$ cat config.mk
export PLATFORM = sky130hd
export DESIGN_NAME = mini16_vtimer
export DESIGN_NICKNAME = d
export VERILOG_FILES = /design/src/common/mini16_pkg.sv /design/src/video/mini16_vtimer.sv
export SDC_FILE = /design/constraint.sdc
export NUM_CORES = 1
export LEC_CHECK = 0
export BUFFER_PORTS_ARGS = -buffer_cell sky130_fd_sc_hd__buf_2
export CAP_MARGIN = 20
export CORE_MARGIN = 5
export CORE_UTILIZATION = 52
export CTS_CLUSTER_SIZE = 20
export DETAILED_ROUTE_END_ITERATION = 10
export PLACE_DENSITY = 0.83
export SETUP_SLACK_MARGIN = 0.05
export SLEW_MARGIN = 20
export SYNTH_ARGS = -nofsm -noshare
export SYNTH_HDL_FRONTEND = slang
export SYNTH_SLANG_ARGS = --single-unit
$ cat constraint.sdc
create_clock -name clk -period 2.8 [get_ports clk]
set_input_delay 0 -clock clk [delete_from_list [all_inputs] [get_ports clk]]
set_output_delay 0 -clock clk [all_outputs]
set_load 0.005 [all_outputs]
$ cat src/common/mini16_pkg.sv
package mini16_pkg;

    // Screen geometry in pixels and lines
    localparam int H_VISIBLE = 128;
    localparam int H_TOTAL   = 160;
    localparam int V_VISIBLE = 64;
    localparam int V_TOTAL   = 80;

    // Sync windows, first and last position inclusive
    localparam int HS_START  = 136;
    localparam int HS_END    = 143;
    localparam int VS_START  = 68;
    localparam int VS_END    = 69;

    // Memory map
    localparam int TILE_COLS = 16;
    localparam int MAP_DEPTH = 128;
    localparam int PAT_DEPTH = 512;
    localparam int PAL_DEPTH = 64;

    localparam int COL_W     = 5;
    localparam int CIDX_W    = 6;

    typedef enum logic [1:0] {
        REG_MAP,
        REG_PAT,
        REG_PAL,
        REG_NONE
    } cpu_region_e;

    typedef struct packed {
        logic        we;
        cpu_region_e region;
        logic [8:0]  addr;
        logic [15:0] data;
    } cpu_wr_t;

    typedef struct packed {
        logic [7:0] hdump;
        logic [6:0] vdump;
        logic [6:0] vrender;
        logic       lhbl;
        logic       lvbl;
        logic       hstart;
    } vpos_t;

    typedef struct packed {
        logic              we;
        logic [6:0]        addr;
        logic [CIDX_W-1:0] cidx;
    } lbuf_wr_t;

    // Same bit order as a palette word
    typedef struct packed {
        logic [COL_W-1:0] red;
        logic [COL_W-1:0] green;
        logic [COL_W-1:0] blue;
    } rgb_t;

    typedef enum logic [1:0] {
        CH_IDLE,
        CH_MAP,
        CH_PAT,
        CH_DRAW
    } char_state_e;

endpackage
$ cat src/video/mini16_vtimer.sv
`timescale 1ns/1ps

module mini16_vtimer(
    input                     rst_n,
    input                     clk,
    input                     pxl_cen,
    output mini16_pkg::vpos_t vpos,
    output logic              HS,
    output logic              VS
);

import mini16_pkg::*;

logic [7:0] hdump;
logic [6:0] vdump;
logic [6:0] vrender;
logic       hstart;
logic       h_last;
logic       v_last;

assign h_last = hdump == 8'(H_TOTAL - 1);
assign v_last = vdump == 7'(V_TOTAL - 1);

always_ff @(posedge clk or negedge rst_n) begin
    if (!rst_n) begin
        hdump  <= 8'd0;
        vdump  <= 7'd0;
        hstart <= 1'b0;
    end else begin
        // High in the clk right after hdump becomes 0
        hstart <= pxl_cen && h_last;
        if (pxl_cen) begin
            if (h_last) begin
                hdump <= 8'd0;
                vdump <= v_last ? 7'd0 : vdump + 7'd1;
            end else begin
                hdump <= hdump + 8'd1;
            end
        end
    end
end

// Line being drawn by the character layer, one ahead of the display
assign vrender = v_last ? 7'd0 : vdump + 7'd1;

assign HS = (hdump >= 8'(HS_START)) && (hdump <= 8'(HS_END));
assign VS = (vdump >= 7'(VS_START)) && (vdump <= 7'(VS_END));

always_comb begin
    vpos.hdump   = hdump;
    vpos.vdump   = vdump;
    vpos.vrender = vrender;
    vpos.lhbl    = hdump < 8'(H_VISIBLE);
    vpos.lvbl    = vdump < 7'(V_VISIBLE);
    vpos.hstart  = hstart;
end

endmodule

; ---- After elaboration in Yosys (flattened, before gate mapping)
; Index checks and enable logic that the tools add are counted.
[op_classes]
add_sub_neg = 2
magnitude_cmp = 6
n_eq_ne = 2
muxes = 2
n_reduce_logical = 4
[op_table]
columns = operator, n
row1 = $add 8x1->8 const B, 1
row2 = $eq 8x8->1 const B, 1
row3 = $ge 8x8->1 const B, 1
row4 = $le 8x8->1 const B, 1
row5 = $lt 8x8->1 const B, 1
row6 = $mux 8, 1
row7 = $add 7x1->7 const B, 1
row8 = $eq 7x7->1 const B, 1
row9 = $ge 7x7->1 const B, 1
row10 = $le 7x7->1 const B, 1
row11 = $lt 7x7->1 const B, 1
row12 = $mux 7, 1
row13 = $logic_and 1x1->1, 3
row14 = $reduce_and 2->1, 1
[totals]
register_bits = 16
elab_cells = 19

; ---- Logic depth before layout (Yosys ltp)
[logic_depth]
word_depth = 2
depth_mapped = 6
depth_no_buf = 6

; ---- Worst setup path after synthesis
; OpenSTA, ideal clock, no wires.
[synth_timing]
path_kind = reg-to-reg
startpoint = reg vdump[0]
endpoint = reg vdump[0]
setup_ps = 118
t_arrival_ps = 1288
slack_ps = 1394
stages_incl_launch_ff = 6
path_buffers = 0
period_less_slack_ps = 1406
cell_sequence = dfrtp_1 > ha_1 > nand3_2 > nor3_2 > nor3_1 > a21o_1
[synth_between]
elab_chain_cells = 2
[synth_rtl]
columns = element, line_no
row1 = start: declaration, mini16_vtimer.sv:15  ; logic [6:0] vdump;
row2 = start signal: assignment, mini16_vtimer.sv:35  ; vdump <= v_last ? 7'd0 : vdump + 7'd1;
row3 = $add 7x1->7 or $eq 7x7->1 (tied branches), "mini16_vtimer.sv:35, mini16_vtimer.sv:22"
row4 = $mux 7 *, mini16_vtimer.sv:35
; Mark *: on every way between the ends. The rest lies on a longest branch, timed or not.
; A chain may end at the register's enable or synchronous reset.

==> reports/results.txt <==
Post-Syn Instances -> 89
flip-flop and latch count after synthesis -> 16
final-stage net count -> 130
TritonCTS buffer count -> 3
1st-iter DRT viols -> 19
syn_area_per_cell -> 10.1 µm²
H-Tree Level Count -> 1
Final Hold Viols -> 0
vias per cell -> 5.09
post-place setup slack -> 1.28 ns
drt first pass iters -> 4
crit path kind -> reg -> out
Worst-path clk slew -> 0.10 ns
count leader, synth -> dfrtp_1
CTS tree -> yes
crit path DAT -> 1.76 ns
WL final -> 1740 µm
area grow syn2layout -> 23.9%
M2 GR Usage -> 24.6%
post-route setup TNS -> 0 ns
top cells by count, synth -> dfrtp_1, nor2_1, xnor2_1, inv_1, nand2_1
CP Cell Sequence -> ha_1, nand3_2, nand3b_1, a21oi_1, a21o_1, buf_2
Setup crit end kind -> output port
fillcell total -> 139
Hold Crit Class -> in -> async
Slowest-stage cell, CP -> dfrtp_1
Max FO, Critical Path -> 8
Pins Over Slew Limit -> 0
largest net degree at the start of global routing -> 17
Core ar. -> 1690 µm²
initial core utilization -> 53.3%
share of the synthesized area in the top cell type -> 44.5%
grt peak-use layer -> met2
chip width -> 51.6 µm
clk buf depth -> 2
die footprint -> 2660 µm²
unrepaired setup endpoints after global routing -> false
initial antenna violation count -> 0
Fmax achieved -> 567 MHz
overall die height -> 51.6 µm
Post-Syn Area -> 900 µm²
CTS root buffer -> clkbuf_4
EDFF count, synth -> 0
max cap viols -> 0
Ports -> 30
post-route non-filler standard cell count -> 140
Post-DRT Antenna Nets -> 0
CP max stage delay -> 0.47 ns
Seq/Total Area, Yosys -> 44.5%
startpoint type of the worst setup path -> register
Power, Total -> 0.663 mW
Vias -> 712
Slew HR -> 76.6%
pwr/cell area -> 595 nW/µm²
Num Clock Sinks -> 16
Synth Flop Type -> dfrtp_1
met3 Use GR -> 2.58%
Worst-Skew Late Latency -> 0.29 ns
DRC -> 0
setup ws final -> 1.04 ns
Buffers & Inverters on Critical Path -> 1
Yosys cell types -> 33
period utilization -> 63.0%
synthesized net count -> 95
fraction of layout cells with a size suffix above 1 -> 35.0%
critical path required time -> 2.80 ns
clk_skew -> 0.00420 ns
number of global-route vias before repair -> 693
number of port buffers -> 29
hold slack -> 0.135 ns
routed len/inst -> 12.4 µm
first-pass GRT wire length -> 3020 µm
row cnt -> 15
asr flop ratio synth -> 100%
GPL Wtd Cong -> 0.752
Static Leak -> 0.589 nW
ant diodes -> 0
post-DP HPWL -> 1370 µm
final worst path period need -> 1.76 ns
Yosys warnings -> 0
status -> complete, no violations
Total GRT Usage -> 15.2%
total gr overflow -> 0
met1 Usage GRT -> 18.8%
Final Setup Violations -> 0
Worst path top cell family by delay -> flip-flops
Peak VDD IR -> 401 µV
Slew @ Worst Pin -> 0.351 ns
placed cells -> 134
Synth area leaders -> dfrtp_1, xnor2_1, nor2_1
area leader, netlist -> dfrtp_1
==> worst register-to-register path, cell delays in order, from the launching register on <==
cell and delay, ns:
dfrtp_1 0.41, ha_1 0.15, and2_1 0.25, nand3_4 0.17, nor2_2 0.13, mux2_1 0.33
==> report_power, final <==
group | switching (mW) | total [mW] | internal, mW
registers | 0.0615 | 0.342 | 0.280
clock network | 0.0759 | 0.155 | 0.0792
logic | 0.0780 | 0.166 | 0.0883
total | 0.215 | 0.663 | 0.448
==> layout make-up <==
type                       count  area [µm²]  share of cell area [%]
multi-input combinational     65         464                    41.6
inverter                       7        27.5                    2.47
sequential                    16         400                    35.9
tap                           17        21.3                    1.91
timing repair buffer          31         165                    14.8
clock buffer                   4        36.3                    3.25
==> metrics by stage <==
step / area [µm²] / util (%)
global route: 1110 / 66.0
CTS: 1110 / 66.0
detailed placement: 1060 / 62.7
finish: 1110 / 66.0
global placement: 1060 / 62.7
floorplan: 900 / -
==> cells in the final DEF (no fill, tap or decap), types with 2 or more instances in the layout <==
cell	n
xor2_1	4
and3_1	2
nand3_1	3
dfrtp_1	16
clkbuf_4	3
dlygate4sd3_1	2
a21oi_1	3
and2_1	2
inv_1	6
a21o_1	3
buf_2	29
mux2_2	2
xnor2_1	7
nor2_1	11
ha_1	3
o21ai_0	2
nand2_1	6
==> sequential cells by signal (all words and copies together), names as in the netlist <==
register and flops:
vdump 7, hstart 1, hdump 8
==> worst paths after layout <==
check	startpoint	endpoint	slack, ns	depth (start not counted)
hold reg to reg	hdump[4]	hdump[4]	0.51	1
max in group asynchronous	rst_n	vdump[5]	2.41	2
setup reg to reg	hdump[0]	vdump[4]	1.24	5
setup / recovery	vdump[0]	vpos[9]	1.04	6
min in group clk	hdump[4]	hdump[4]	0.51	1
hold / removal	rst_n	vdump[2]	0.14	2
==> layer usage <==
| metal | part of all wire (%) | up-vias |
|---|---|---|
| met1 | 45 | 331 |
| met5 | 0 | - |
| met4 | 1.7 | 0 |
| met3 | 4.1 | 2 |
| met2 | 49 | 16 |
| li1 | - | 363 |
==> cell families (layout without fill, tap and decap cells) <==
kind of cell	Yosys count	in the layout	share of synthesized area (%)
compound gates	12	12	9.46
xor+xnor	11	11	10.7
fa+ha+maj	3	3	4.17
buf+inv	8	42	3.89
flops	16	16	44.5
mux	4	4	4.87
simple gates	35	35	22.4
==> repair_timing <==
action / in CTS / in global routing
endpoints found under the hold margin: 17 / 0
resized for setup: 0 / 0
buffers inserted: 0 / 0
hold buffers: 2 / 0
Power figures use the tool's default switching activity.
