$ cat src/common/mini16_pkg.sv
package mini16_pkg;

    // Screen geometry in pixels and lines
    localparam int H_VISIBLE = 128;
    localparam int H_TOTAL   = 160;
    localparam int V_VISIBLE = 64;
    localparam int V_TOTAL   = 80;

    // Sync windows, first and last position inclusive
    localparam int HS_START  = 136;
    localparam int HS_END    = 143;
    localparam int VS_START  = 68;
    localparam int VS_END    = 69;

    // Memory map
    localparam int TILE_COLS = 16;
    localparam int MAP_DEPTH = 128;
    localparam int PAT_DEPTH = 512;
    localparam int PAL_DEPTH = 64;

    localparam int COL_W     = 5;
    localparam int CIDX_W    = 6;

    typedef enum logic [1:0] {
        REG_MAP,
        REG_PAT,
        REG_PAL,
        REG_NONE
    } cpu_region_e;

    typedef struct packed {
        logic        we;
        cpu_region_e region;
        logic [8:0]  addr;
        logic [15:0] data;
    } cpu_wr_t;

    typedef struct packed {
        logic [7:0] hdump;
        logic [6:0] vdump;
        logic [6:0] vrender;
        logic       lhbl;
        logic       lvbl;
        logic       hstart;
    } vpos_t;

    typedef struct packed {
        logic              we;
        logic [6:0]        addr;
        logic [CIDX_W-1:0] cidx;
    } lbuf_wr_t;

    // Same bit order as a palette word
    typedef struct packed {
        logic [COL_W-1:0] red;
        logic [COL_W-1:0] green;
        logic [COL_W-1:0] blue;
    } rgb_t;

    typedef enum logic [1:0] {
        CH_IDLE,
        CH_MAP,
        CH_PAT,
        CH_DRAW
    } char_state_e;

endpackage
$ cat src/video/mini16_colmix.sv
`timescale 1ns/1ps

module mini16_colmix(
    input                                 rst_n,
    input                                 clk,
    input                                 pxl_cen,
    input                                 video_en,
    input  mini16_pkg::cpu_wr_t           cpu,
    input  mini16_pkg::vpos_t             vpos,
    input  [mini16_pkg::CIDX_W-1:0]       rd_cidx,
    output mini16_pkg::rgb_t              rgb,
    output logic                          LHBL_dly,
    output logic                          LVBL_dly
);

import mini16_pkg::*;

rgb_t pal_mem [PAL_DEPTH];
rgb_t pal_q;
logic lhbl_d1;
logic lvbl_d1;
logic show;

// Palette RAM, first pixel step is the lookup
always_ff @(posedge clk) begin
    if (cpu.we && cpu.region == REG_PAL) begin
        pal_mem[cpu.addr[5:0]] <= rgb_t'(cpu.data[14:0]);
    end
    if (pxl_cen) begin
        pal_q <= pal_mem[rd_cidx];
    end
end

assign show = lhbl_d1 && lvbl_d1 && video_en;

// Second pixel step drives the output, blanking follows the same two steps
always_ff @(posedge clk or negedge rst_n) begin
    if (!rst_n) begin
        lhbl_d1  <= 1'b0;
        lvbl_d1  <= 1'b0;
        LHBL_dly <= 1'b0;
        LVBL_dly <= 1'b0;
        rgb      <= '0;
    end else if (pxl_cen) begin
        lhbl_d1  <= vpos.lhbl;
        lvbl_d1  <= vpos.lvbl;
        LHBL_dly <= lhbl_d1;
        LVBL_dly <= lvbl_d1;
        rgb      <= show ? pal_q : '0;
    end
end

endmodule

$ cat config.mk
export PLATFORM = sky130hd
export DESIGN_NAME = mini16_colmix
export DESIGN_NICKNAME = d
export VERILOG_FILES = /design/src/common/mini16_pkg.sv /design/src/video/mini16_colmix.sv
export SDC_FILE = /design/constraint.sdc
export NUM_CORES = 1
export LEC_CHECK = 0
export BUFFER_PORTS_ARGS = -buffer_cell sky130_fd_sc_hd__buf_2
export CORE_MARGIN = 2
export CORE_UTILIZATION = 50
export DETAILED_ROUTE_END_ITERATION = 7
export MAX_ROUTING_LAYER = met4
export PLACE_DENSITY = 0.66
export SYNTH_ARGS = -nofsm -noshare
export SYNTH_HDL_FRONTEND = slang
export SYNTH_SLANG_ARGS = --single-unit
$ cat constraint.sdc
create_clock -name clk -period 2.6 [get_ports clk]
set_input_delay 0.39 -clock clk [delete_from_list [all_inputs] [get_ports clk]]
set_output_delay 0.39 -clock clk [all_outputs]
set_load 0.02 [all_outputs]
-- After elaboration in Yosys (flattened, before gate mapping)
Memories as Yosys holds them, arrays and structs flattened. A register that Yosys moved wholly into a read port is not among the register bits.
Index checks and enable logic that the tools add are counted.
Widths: inputs -> output; s select.
- equality and inequality tests: 1
- mux-type cells: 3
- reductions and logical operators: 3
- operator list (kind ; number):
    $mux 15 ; 1
    $logic_and 1x1->1 ; 3
    $eq 2x2->1 const B ; 1
    $mux 1 ; 2
- flip-flop bits (word level): 19
- memory bits (writable): 960
- bits of input ports: 63
- logic and storage cells: 15
- memories: 1
- memory list (memory ; depth ; bits a word ; rd ports ; clocked after memory_dff ; wr ports ; line ; source):
    pal_mem ; 64 ; 15 ; 1 ; 1 ; 1 ; mini16_colmix.sv:18 ; rgb_t pal_mem [PAL_DEPTH];

-- Depth between registers and ports, before layout
Gate-level depths: netlist of the first run.
- depth after elaboration: 4
- depth in mapped cells: 10
- mapped depth without buffers: 5

-- Worst setup path after synthesis of the first run
Ideal clock, no wire load.
- path kind: input to register
- from: input cpu[21] (netlist name)
- to: memory pal_mem[39][0] (netlist name) (enable)
- arrival: 1.887 ns
- setup slack: 0.327 ns
- cell stages on the path: 4
- path buffers: 2
- path through: clkbuf_1 or3b_2 clkbuf_1 nor2_1
- RTL lines (item ; line ; source):
    start: declaration ; mini16_colmix.sv:8 ; input mini16_pkg::cpu_wr_t cpu,
    end: declaration ; mini16_colmix.sv:18 ;
No word-level cell before the write port.

==> key figures, run 1 <==
Timing
  • Final period utilization: 81.9%
  • Final setup violation count: 0
  • Tightest Pin Transition: 1.03 ns
  • Setup tns final: 0 ns
  • RSZ-0062 raised after global routing: no
  • Slew margin rel.: 31.2%
  • Fin. max-slew vios: 0
  • Minimum clock period: 2.13 ns
  • F_max: 0.469 GHz
  • Max Clock Skew: 0.0351 ns
  • Final hold violations: 0

Clocking
  • Clk slew on worst S/H paths: 0.06 ns
  • Post-CTS Setup Inserts: 0
  • Root buffer cell: clkbuf_16
  • Post-CTS sizing: 0
  • CTS buffer count: 98
  • CTS tree: done
  • H-tree Lvls: 3
  • CTS Sinks: 994
  • Worst skew pair latency: 0.66 ns
  • CTS Buffer Depth: 3

Synthesis
  • Gate Count Post-Synth: 1812
  • Top post-synthesis cells by area: edfxtp_1 (76%), mux4_2 (11%), mux2i_1 (3.1%), dfrtp_1 (1.2%), nor2_1 (0.90%)
  • Post-synthesis sequential area ratio: 77.2%
  • Area fraction of the dominant cell type after synthesis: 76.0%
  • YS warnings: 0
  • Area leader, netlist: edfxtp_1
  • Distinct cell type count after synthesis: 45
  • Number of synthesized flops with an enable pin: 975
  • Async set or reset register ratio after synthesis: 1.91%
  • Mean Syn Cell Area: 21.3 um^2
  • Net Count, Synth: 1875
  • Most used DFF post-synth: edfxtp_1
  • Post-Syn Area: 38500 um^2
  • Seq cells post-synth: 994

Critical path
  • Ordered list of cells on the worst path: buf_6, buf_4, mux4_2, nor2_1, a221oi_2, o221ai_1, buf_4, a221oi_1
  • CP delay by family, top: compound AO/OA/AOI/OAI gates
  • CP peak stage delay: 0.48 ns
  • Critical-path top delay cell: a221oi_1
  • CP Launch Type: primary input
  • CP endpoint kind: flop
  • R2R Setup Slk: 0.53 ns
  • Req. time, crit path: 2.99 ns
  • Crit Path Max Fanout: 27
  • Arrival time at the worst endpoint: 2.52 ns
  • Most frequent CP cell: buf_4
  • Setup Crit Path Kind: primary input to flop
  • Critical path buffer and inverter count: 3

Finish
  • Commonest non-fill, non-tap cells in the layout: edfxtp_1 (975), buf_4 (199), mux4_2 (184)
  • Layout Area Growth over Synthesis: 15.5%
  • Fin nets: 2162
  • Proportion of layout cells with a drive suffix above 1: 29.4%
  • Most common cell after layout, fill and taps aside: edfxtp_1

Pwr
  • PwrDens: 730 nW/um^2
  • VDD IR max: 0.477 mV
  • Tot Pwr: 32.5 mW
  • P_leak: 14.7 nW

Job
  • Max-cap violations: 0

Global routing
  • Largest net degree at the start of global routing: 65
  • GRT Util Overall: 23.6%
  • Vias in the first global route: 19300
  • First-pass GRT wire length: 130000 um
  • Initial antenna violation count: 0
  • GRT overflow: 0

Floorplan
  • # IOs: 80
  • Starting Density: 50.7%
  • Core area: 76100 um^2
  • Die Y: 282 um
  • FP Rows: 101
  • Floorplan die width: 282 um
  • Die area: 79300 um^2

Route
  • Routed WL per cell: 27.8 um
  • Antenna viol nets, final: 0
  • Post-route DRC: 0
  • Via density: 5.91
  • Number of DRC markers in iteration 0: 2178
  • Routed vias: 18900
  • Drt first pass iters: 7
  • Drt total wl: 88900 um

Status
  • Status: completed

Placement
  • Detail Placement HPWL: 55600 um
  • GPL Wtd Cong: 0.849
  • Number of port buffers: 52

Hold path
  • Worst min path class: primary input to flop
-- flip-flops by register name, summed over array words and instances (netlist names) --
register	cells
pal_mem	960
pal_q	15
rgb	15
LHBL_dly	1
LVBL_dly	1
lhbl_d1	1
lvbl_d1	1
-- routing by layer --
metal / vias to the layer above / wire (um) / global-route usage, %
li1: 8099 / - / -
met1: 9975 / 38100 / 33.6
met2: 743 / 42200 / 35.5
met3: 126 / 6890 / 4.40
met4: 0 / 1760 / 6.14
met5: - / 0 / -
-- what timing repair did --
action,CTS,global route
endpoints found under the hold margin,21,0
hold buffers,3,0
endpoints found under the setup margin,0,0
-- worst paths after layout --
kind / start / to / depth (start not counted)
min in group asynchronous: rst_n / lhbl_d1 / 2
worst min-delay path: cpu[8] / pal_mem[7][8] / 1
worst max register to register: pal_mem[10][6] / pal_q[6] / 6
worst min register to register: pal_q[6] / rgb[6] / 2
worst max-delay path: rd_cidx[1] / pal_q[6] / 8
max in group asynchronous: rst_n / rgb[4] / 2
-- stage by stage --
stage | hold slack, ns | instance area [um^2] | setup slack (ns) | util [%] | std cells
after floorplan | 0.0944 | 38500 | 0.327 | - | 1812
after global placement | 0.325 | 41600 | -0.125 | 54.6 | 3026
after detailed placement | 0.341 | 41600 | -0.149 | 54.6 | 3026
after CTS | 0.135 | 44500 | 0.549 | 58.5 | 3200
after global routing | 0.158 | 44500 | 0.454 | 58.5 | 3200
final | 0.160 | 44500 | 0.470 | 58.5 | 3204
-- power by group --
group          switching [mW]  internal [mW]
combinational            1.06          0.728
clock                    5.68           7.33
sequential             0.0423           17.7
total                    6.78           25.7
-- cell usage after synthesis (2+ instances only) --
library cell / count
a21oi_1: 17
buf_2: 26
dlygate4sd1_1: 2
edfxtp_1: 975
mux4_1: 10
o221ai_1: 8
nand2_1: 63
nand4_1: 8
nor2b_1: 17
buf_4: 12
a31oi_1: 4
and2_1: 2
mux4_2: 184
o211ai_1: 5
a22oi_1: 32
clkbuf_1: 28
o21a_1: 7
buf_6: 9
buf_1: 6
a22o_1: 6
a221oi_2: 7
mux2i_1: 121
nor4_2: 3
inv_1: 15
dfrtp_1: 19
a211oi_1: 7
buf_8: 9
o31ai_1: 3
nand3_1: 10
or3b_2: 2
clkbuf_2: 2
mux2_2: 28
nand3b_1: 3
and4_1: 5
o21ai_0: 23
a221oi_1: 30
nor2_1: 92
buf_12: 5
-- area by class of cell --
cell class	instances	area, um^2
Multi-Input combinational cell	702	8020
Tap cell	1030	1290
Clock buffer	126	2610
Sequential cell	994	29800
Antenna cell	4	10.0
Clock inverter	45	302
Fill cell	5513	31600
Timing Repair Buffer	287	2470
Inverter	16	60.1
-- kinds of logic (layout without fill, tap and decap cells) --
| kind of cell | Yosys count | in the layout | synth area share, % |
|---|---|---|---|
| DFF | 994 | 994 | 77.2 |
| muxes | 343 | 343 | 15.4 |
| and+or+nand+nor | 209 | 209 | 2.46 |
| AOI/OAI and AO/OA | 150 | 150 | 2.93 |
| buffers and inverters | 116 | 474 | 2.02 |
| other | 0 | 4 | 0 |
(Power assumes the default switching activity.)
==> run 2: changes to the inputs <==
==> constraint.sdc (replaced) <==
create_clock -name clk -period 2.23 [get_ports clk]
set_input_delay 0.3345 -clock clk [delete_from_list [all_inputs] [get_ports clk]]
set_output_delay 0.3345 -clock clk [all_outputs]
set_load 0.02 [all_outputs]
==> run 2 against run 1 <==
  * Non-clock buffer count rose by 53
  * Count of clock-buffer cells in the layout fell by 18
  * Largest cell class unchanged
  * Highest routed layer unchanged
  * Final cell count rose by 2.1%
  * Largest power group unchanged
  * Critical path depth fell by 3
==> key figures, run 2 (same netlist as run 1, synthesis figures left out) <==
Route
  • Post-route DRC: 0 (unchanged)
  • Met2 wire len: 43400 um (was 42200 um)
  • Drt total wl: 90900 um (was 88900 um)
  • Met3 Wirelength: 7420 um (was 6890 um)
  • Drt first pass iters: 5 (was 7)
  • Met1 WL: 38400 um (was 38100 um)
  • Routed WL per cell: 27.8 um (about the same)
  • Antenna viol nets, final: 0 (unchanged)
  • Number of DRC markers in iteration 0: 2239 (was 2178)
  • Routed vias: 19400 (was 18900)
  • Max Used Layer: met4 (unchanged)
  • Via density: 5.94 (was 5.91)

Timing
  • Max Clock Skew: 0.0357 ns (was 0.0351 ns)
  • Setup tns final: 0 ns (unchanged)
  • Fin. max-slew vios: 0 (unchanged)
  • Slew margin rel.: 56.0% (was 31.2%)
  • Final setup margin: 0.151 ns (was 0.470 ns)
  • Tightest Pin Transition: 0.660 ns (was 1.03 ns)
  • RSZ-0062 raised after global routing: no (unchanged)
  • Final period utilization: 93.2%
  • F_max: 0.481 GHz
  • Minimum clock period: 2.08 ns
  • Final hold violations: 0 (unchanged)
  • Final setup violation count: 0 (unchanged)

Clocking
  • Clk slew on worst S/H paths: 0.06 ns (about the same)
  • Worst skew pair latency: 0.68 ns (was 0.66 ns)
  • Hold-fix buffers, CTS: 3 (unchanged)
  • Post-CTS sizing: 0 (unchanged)
  • Root buffer cell: clkbuf_16 (unchanged)
  • Post-CTS Setup Inserts: 0 (unchanged)
  • CTS tree: done (unchanged)
  • CTS Sinks: 994 (unchanged)
  • CTS Buffer Depth: 3 (unchanged)
  • H-tree Lvls: 3 (unchanged)
  • CTS buffer count: 99 (was 98)

Floorplan
  • Floorplan die width: 282 um (unchanged)
  • FP Rows: 101 (unchanged)
  • Core area: 76100 um^2 (unchanged)
  • Starting Density: 50.7% (unchanged)
  • Die area: 79300 um^2 (unchanged)
  • # IOs: 80 (unchanged)
  • Die Y: 282 um (unchanged)

Global routing
  • GRT overflow: 0 (unchanged)
  • Initial antenna violation count: 2 (was 0)
  • Largest net degree at the start of global routing: 65 (unchanged)
  • GRT Util Overall: 24.2% (was 23.6%)
  • First-pass GRT wire length: 133000 um (was 130000 um)
  • Vias in the first global route: 19800 (was 19300)

Placement
  • Setup WS pre-CTS: -0.363 ns (was -0.149 ns)
  • GPL Wtd Cong: 0.881 (was 0.849)
  • Detail Placement HPWL: 58600 um (was 55600 um)
  • Number of port buffers: 52 (unchanged)

Critical path
  • CP delay by family, top: compound AO/OA/AOI/OAI gates (unchanged)
  • Arrival time at the worst endpoint: 2.50 ns (was 2.52 ns)
  • Crit Path Max Fanout: 1 (was 27)
  • Req. time, crit path: 2.65 ns (was 2.99 ns)
  • Setup Crit Path Kind: flop to flop (was primary input to flop)
  • Crit. path cell count: 5 (was 8)
  • Critical path buffer and inverter count: 1 (was 3)
  • CP endpoint kind: flop (unchanged)
  • Critical-path top delay cell: mux4_2 (was a221oi_1)
  • CP Launch Type: flop (was primary input)
  • Ordered list of cells on the worst path: mux4_2, a22oi_1, o211ai_1, buf_4, and4_1 (was buf_6, buf_4, mux4_2, nor2_1, a221oi_2, o221ai_1, buf_4, a221oi_1)
  • CP peak stage delay: 0.46 ns (was 0.48 ns)
  • Reg2Reg Depth: 5 (was 6)

Finish
  • Layout Area Growth over Synthesis: 19.1% (was 15.5%)
  • Fin nets: 2216 (was 2162)
  • Commonest non-fill, non-tap cells in the layout: edfxtp_1 (975), buf_4 (205), mux4_2 (184) (was edfxtp_1 (975), buf_4 (199), mux4_2 (184))
  • Most common cell after layout, fill and taps aside: edfxtp_1 (unchanged)
  • Max FFs per register: 960 (unchanged)
  • Proportion of layout cells with a drive suffix above 1: 32.1% (was 29.4%)

Pwr
  • Switching Fraction: 21.0% (was 20.9%)
  • Tot Pwr: 39.7 mW (was 32.5 mW)
  • P_int: 31.4 mW (was 25.7 mW)
  • P_leak: 15.3 nW (was 14.7 nW)
  • Reg power frac: 52.0% (was 54.5%)
  • VDD IR max: 0.646 mV (was 0.477 mV)
  • Sw Pwr: 8.34 mW (was 6.78 mW)
  • Clk network pwr share: 42.5% (was 40.0%)
  • Logic pwr share: 5.5% (about the same)
  • PwrDens: 865 nW/um^2 (was 730 nW/um^2)

Hold path
  • Worst min path class: primary input to flop (unchanged)
  • Hold Path Depth: 1 (unchanged)

Status
  • Status: completed (unchanged)

Job
  • Max-cap violations: 0 (unchanged)
[run 2: changes by cell type in the layout (fill, tap and decap cells not counted), moves of 6 or more]
cell	change
buf_4	+6
clkbuf_1	-15
clkinv_2	+11
bufinv_16	+11
buf_12	+47
[run 2: final cells by class]
class	instances	area, um^2
Clock buffer	108	2510
Antenna cell	3	7.51
Tap cell	1030	1290
Timing Repair Buffer	340	3460
Inverter	16	60.1
Sequential cell	994	29800
Fill cell	5364	30200
Multi-Input combinational cell	702	8020
Clock inverter	78	821
[run 2: routing by layer]
metal | global-route usage (%) | up-vias
li1 | - | 8244
met1 | 34.3 | 10200
met2 | 36.9 | 889
met3 | 4.04 | 120
met4 | 6.42 | 0
met5 | - | -
[run 2: worst register-to-register path: stages, from the launching register on]
cell and delay, ns:
edfxtp_1 0.36, mux4_2 0.46, a22oi_1 0.34, o211ai_1 0.28, buf_4 0.22, and4_1 0.17
[run 2: power groups by stage]
stage               registers [mW]  logic, mW  clock network, mW
floorplan                     21.0       1.05                  0
global placement              21.0       2.14                  0
detailed placement            21.0       2.18                  0
CTS                           20.6       2.20               17.1
global route                  20.6       2.32               17.9
finish                        20.7       2.18               16.9
[run 2: stage by stage]
stage | instances | hold WS [ns] | area [um^2] | utilization (%)
2_1_floorplan | 1812 | 0.0389 | 38500 | -
3_3_place_gp | 3079 | 0.275 | 42500 | 55.9
3_5_place_dp | 3079 | 0.289 | 42500 | 55.9
4_1_cts | 3268 | 0.0962 | 45900 | 60.3
5_1_grt | 3269 | 0.102 | 45900 | 60.3
6_report | 3271 | 0.114 | 45900 | 60.4
[run 2: worst paths after layout]
kind | startpoint | endpoint | slack (ns)
setup / recovery | pal_mem[55][9] | pal_q[9] | 0.15
hold / removal | cpu[11] | pal_mem[2][11] | 0.11
setup reg to reg | pal_mem[55][9] | pal_q[9] | 0.15
hold reg to reg | pal_q[1] | rgb[1] | 0.49
max in group asynchronous | rst_n | rgb[12] | 1.80
min in group asynchronous | rst_n | lhbl_d1 | 0.12
==> run 3: changes to the inputs <==
--- a/config.mk
+++ b/config.mk
@@ -5,6 +5,7 @@
 export SDC_FILE = /design/constraint.sdc
 export NUM_CORES = 1
 export LEC_CHECK = 0
+export ABC_AREA = 1
 export BUFFER_PORTS_ARGS = -buffer_cell sky130_fd_sc_hd__buf_2
 export CORE_MARGIN = 2
 export CORE_UTILIZATION = 50
==> run 3 against run 2 <==
  * Core utilization down 1.9 points
  * First-iteration DRC count up 27%
  * Power shrank 1.6%
  * Final area rose by 0.94%
  * Setup slack better by 0.40 ns
  * Worst hold slack gained 0.053 ns
  * Critical endpoint is now rgb[6]
  * Largest cell class unchanged
  * Largest power group unchanged
==> key figures, run 3 <==
Synthesis
  • Async set or reset register ratio after synthesis: 1.91% (unchanged)
  • Most used DFF post-synth: edfxtp_1 (unchanged)
  • Post-Syn Area: 40200 um^2 (was 38500 um^2)
  • Post-synth top cells: nand2_1 (1217), edfxtp_1 (975), nand3_1 (818), buf_2 (110), nor2_1 (66) (was edfxtp_1 (975), mux4_2 (184), mux2i_1 (121), nor2_1 (92), nand2_1 (63))
  • Mean Syn Cell Area: 11.9 um^2 (was 21.3 um^2)
  • Net Count, Synth: 3440 (was 1875)
  • Top post-synthesis cells by area: edfxtp_1 (73%), nand2_1 (11%), nand3_1 (10%), buf_2 (1.4%), dfrtp_1 (1.2%) (was edfxtp_1 (76%), mux4_2 (11%), mux2i_1 (3.1%), dfrtp_1 (1.2%), nor2_1 (0.90%))
  • Most common cell in the synthesized netlist: nand2_1 (was edfxtp_1)
  • Number of synthesized flops with an enable pin: 975 (unchanged)
  • Post-synthesis sequential area ratio: 74.0% (was 77.2%)
  • Distinct cell type count after synthesis: 19 (was 45)
  • Area leader, netlist: edfxtp_1 (unchanged)
  • YS warnings: 0 (unchanged)
  • Area fraction of the dominant cell type after synthesis: 72.9% (was 76.0%)
  • Seq cells post-synth: 994 (unchanged)
  • Gate Count Post-Synth: 3377 (was 1812)

Critical path
  • Req. time, crit path: 1.90 ns (was 2.65 ns)
  • Setup Crit Path Kind: flop to output port (was flop to flop)
  • CP endpoint kind: output port (was flop)
  • CP Launch Type: flop (unchanged)
  • Arrival time at the worst endpoint: 1.34 ns (was 2.50 ns)
  • Critical path buffer and inverter count: 1 (unchanged)
  • CP delay by family, top: flip-flops (was compound AO/OA/AOI/OAI gates)
  • Critical-path top delay cell: dfrtp_1 (was mux4_2)
  • Ordered list of cells on the worst path: buf_2 (was mux4_2, a22oi_1, o211ai_1, buf_4, and4_1)
  • Crit path launch: rgb[6] (was pal_mem[55][9])
  • Crit Path Max Fanout: 2 (was 1)
  • RR Startpoint: pal_mem[51][0] (was pal_mem[55][9])
  • CP peak stage delay: 0.47 ns (was 0.46 ns)

Clocking
  • Clk slew on worst S/H paths: 0.06 ns (about the same)
  • CTS Buffer Depth: 3 (unchanged)
  • H-tree Lvls: 3 (unchanged)
  • Post-CTS Setup Inserts: 0 (unchanged)
  • Worst skew pair latency: 0.65 ns (was 0.68 ns)
  • Root buffer cell: clkbuf_16 (unchanged)
  • CTS buffer count: 98 (was 99)
  • CTS Sinks: 994 (unchanged)
  • CTS tree: done (unchanged)

Timing
  • Fin. max-slew vios: 0 (unchanged)
  • Slew margin rel.: 35.7% (was 56.0%)
  • Minimum clock period: 1.68 ns (was 2.08 ns)
  • Max Clock Skew: 0.0297 ns (was 0.0357 ns)
  • RSZ-0062 raised after global routing: no (unchanged)
  • Final period utilization: 75.3% (was 93.2%)
  • Final setup violation count: 0 (unchanged)
  • Final hold violations: 0 (unchanged)
  • Setup tns final: 0 ns (unchanged)
  • Tightest Pin Transition: 0.965 ns (was 0.660 ns)
  • F_max: 0.595 GHz (was 0.481 GHz)
  • Fin Hold WS: 0.168 ns (was 0.114 ns)

Route
  • Routed WL per cell: 21.4 um (was 27.8 um)
  • Routed vias: 26000 (was 19400)
  • Number of DRC markers in iteration 0: 2853 (was 2239)
  • Drt first pass iters: 6 (was 5)
  • Post-route DRC: 0 (unchanged)
  • Via density: 5.61 (was 5.94)
  • Antenna viol nets, final: 0 (unchanged)
  • Drt total wl: 99200 um (was 90900 um)

Finish
  • Commonest non-fill, non-tap cells in the layout: nand2_1 (1217), edfxtp_1 (975), nand3_1 (818) (was edfxtp_1 (975), buf_4 (205), mux4_2 (184))
  • Layout Area Growth over Synthesis: 15.3% (was 19.1%)
  • Most common cell after layout, fill and taps aside: nand2_1 (was edfxtp_1)
  • Fin nets: 3567 (was 2216)
  • Proportion of layout cells with a drive suffix above 1: 10.5% (was 32.1%)
  • Max FFs per register: 960 (unchanged)
  • Fin util: 58.5% (was 60.4%)
  • Final Cell Area: 46300 um^2 (was 45900 um^2)

Pwr
  • VDD IR max: 0.633 mV (was 0.646 mV)
  • Clk network pwr share: 40.9% (was 42.5%)
  • P_leak: 16.9 nW (was 15.3 nW)
  • PwrDens: 842 nW/um^2 (was 865 nW/um^2)
  • Sw Pwr: 8.54 mW (was 8.34 mW)
  • Switching Fraction: 21.9% (was 21.0%)
  • Reg power frac: 52.8% (was 52.0%)
  • Logic pwr share: 6.3% (was 5.5%)
  • P_int: 30.5 mW (was 31.4 mW)

Global routing
  • Initial antenna violation count: 8 (was 2)
  • Largest net degree at the start of global routing: 65 (unchanged)
  • GRT Util Overall: 24.9% (was 24.2%)
  • First-pass GRT wire length: 150000 um (was 133000 um)
  • Vias in the first global route: 24600 (was 19800)
  • GRT overflow: 0 (unchanged)

Floorplan
  • Floorplan die width: 288 um (was 282 um)
  • Starting Density: 50.7% (about the same)
  • Core area: 79300 um^2 (was 76100 um^2)
  • # IOs: 80 (unchanged)
  • Die Y: 288 um (was 282 um)
  • Die area: 82700 um^2 (was 79300 um^2)
  • FP Rows: 103 (was 101)

Placement
  • GPL Wtd Cong: 0.872 (was 0.881)
  • Detail Placement HPWL: 57400 um (was 58600 um)
  • Number of port buffers: 52 (unchanged)
  • Placed Instance Area: 43200 um^2 (was 42500 um^2)

Status
  • Status: completed (unchanged)

Job
  • Max-cap violations: 0 (unchanged)

Hold path
  • Worst min path class: primary input to asynchronous set/reset pin (was primary input to flop)
## run 3: timing repair
action                                 CTS  global route
endpoints found under the hold margin   21             0
hold buffers                             3             0
resized for setup                        0             0
## run 3: cell families after synthesis
family	synth area share, %
compound gates	0.258
buf+inv	3.33
flops	74.0
mux	0.0560
simple gates	22.3
## run 3: worst paths after layout
check                                 end  slack, ns  cells after the start
min reg2reg                        rgb[0]       0.50                      2
min in group clk           pal_mem[18][6]       0.18                      1
max reg2reg                      pal_q[0]       0.66                      8
max in group asynchronous         rgb[14]       1.74                      2
min                                rgb[9]       0.17                      2
max                                rgb[6]       0.55                      1
## run 3: layout make-up
type	instances	area (um^2)
fill	6182	32900
sequential	994	29800
multi-input combinational	2129	9090
timing repair buffer	238	2900
clock buffer	125	2620
tap	1050	1310
clock inverter	49	472
inverter	43	179
antenna	7	17.5
## run 3: metal layers
layer	track usage, %	vias up	routed length (um)
met2	37.8	1095	45800
met3	3.84	135	8720
met5	-	-	0
met4	7.07	0	2220
li1	-	12100	-
met1	35.2	12600	42500
## run 3: through the flow
stage	power, mW	setup WS [ns]	instances
2_1_floorplan	22.3	0.167	3377
3_3_place_gp	23.4	0.111	4451
3_5_place_dp	23.4	0.0918	4451
4_1_cts	39.2	0.517	4628
5_1_grt	40.2	0.542	4632
6_report	39.0	0.551	4635
## run 3: power groups by stage
stage | sequential, mW | combinational (mW) | clock (mW)
after floorplan | 21.0 | 1.30 | 0
after global placement | 21.0 | 2.40 | 0
after detailed placement | 21.0 | 2.43 | 0
after CTS | 20.6 | 2.44 | 16.2
after global routing | 20.6 | 2.67 | 16.9
final | 20.6 | 2.45 | 16.0
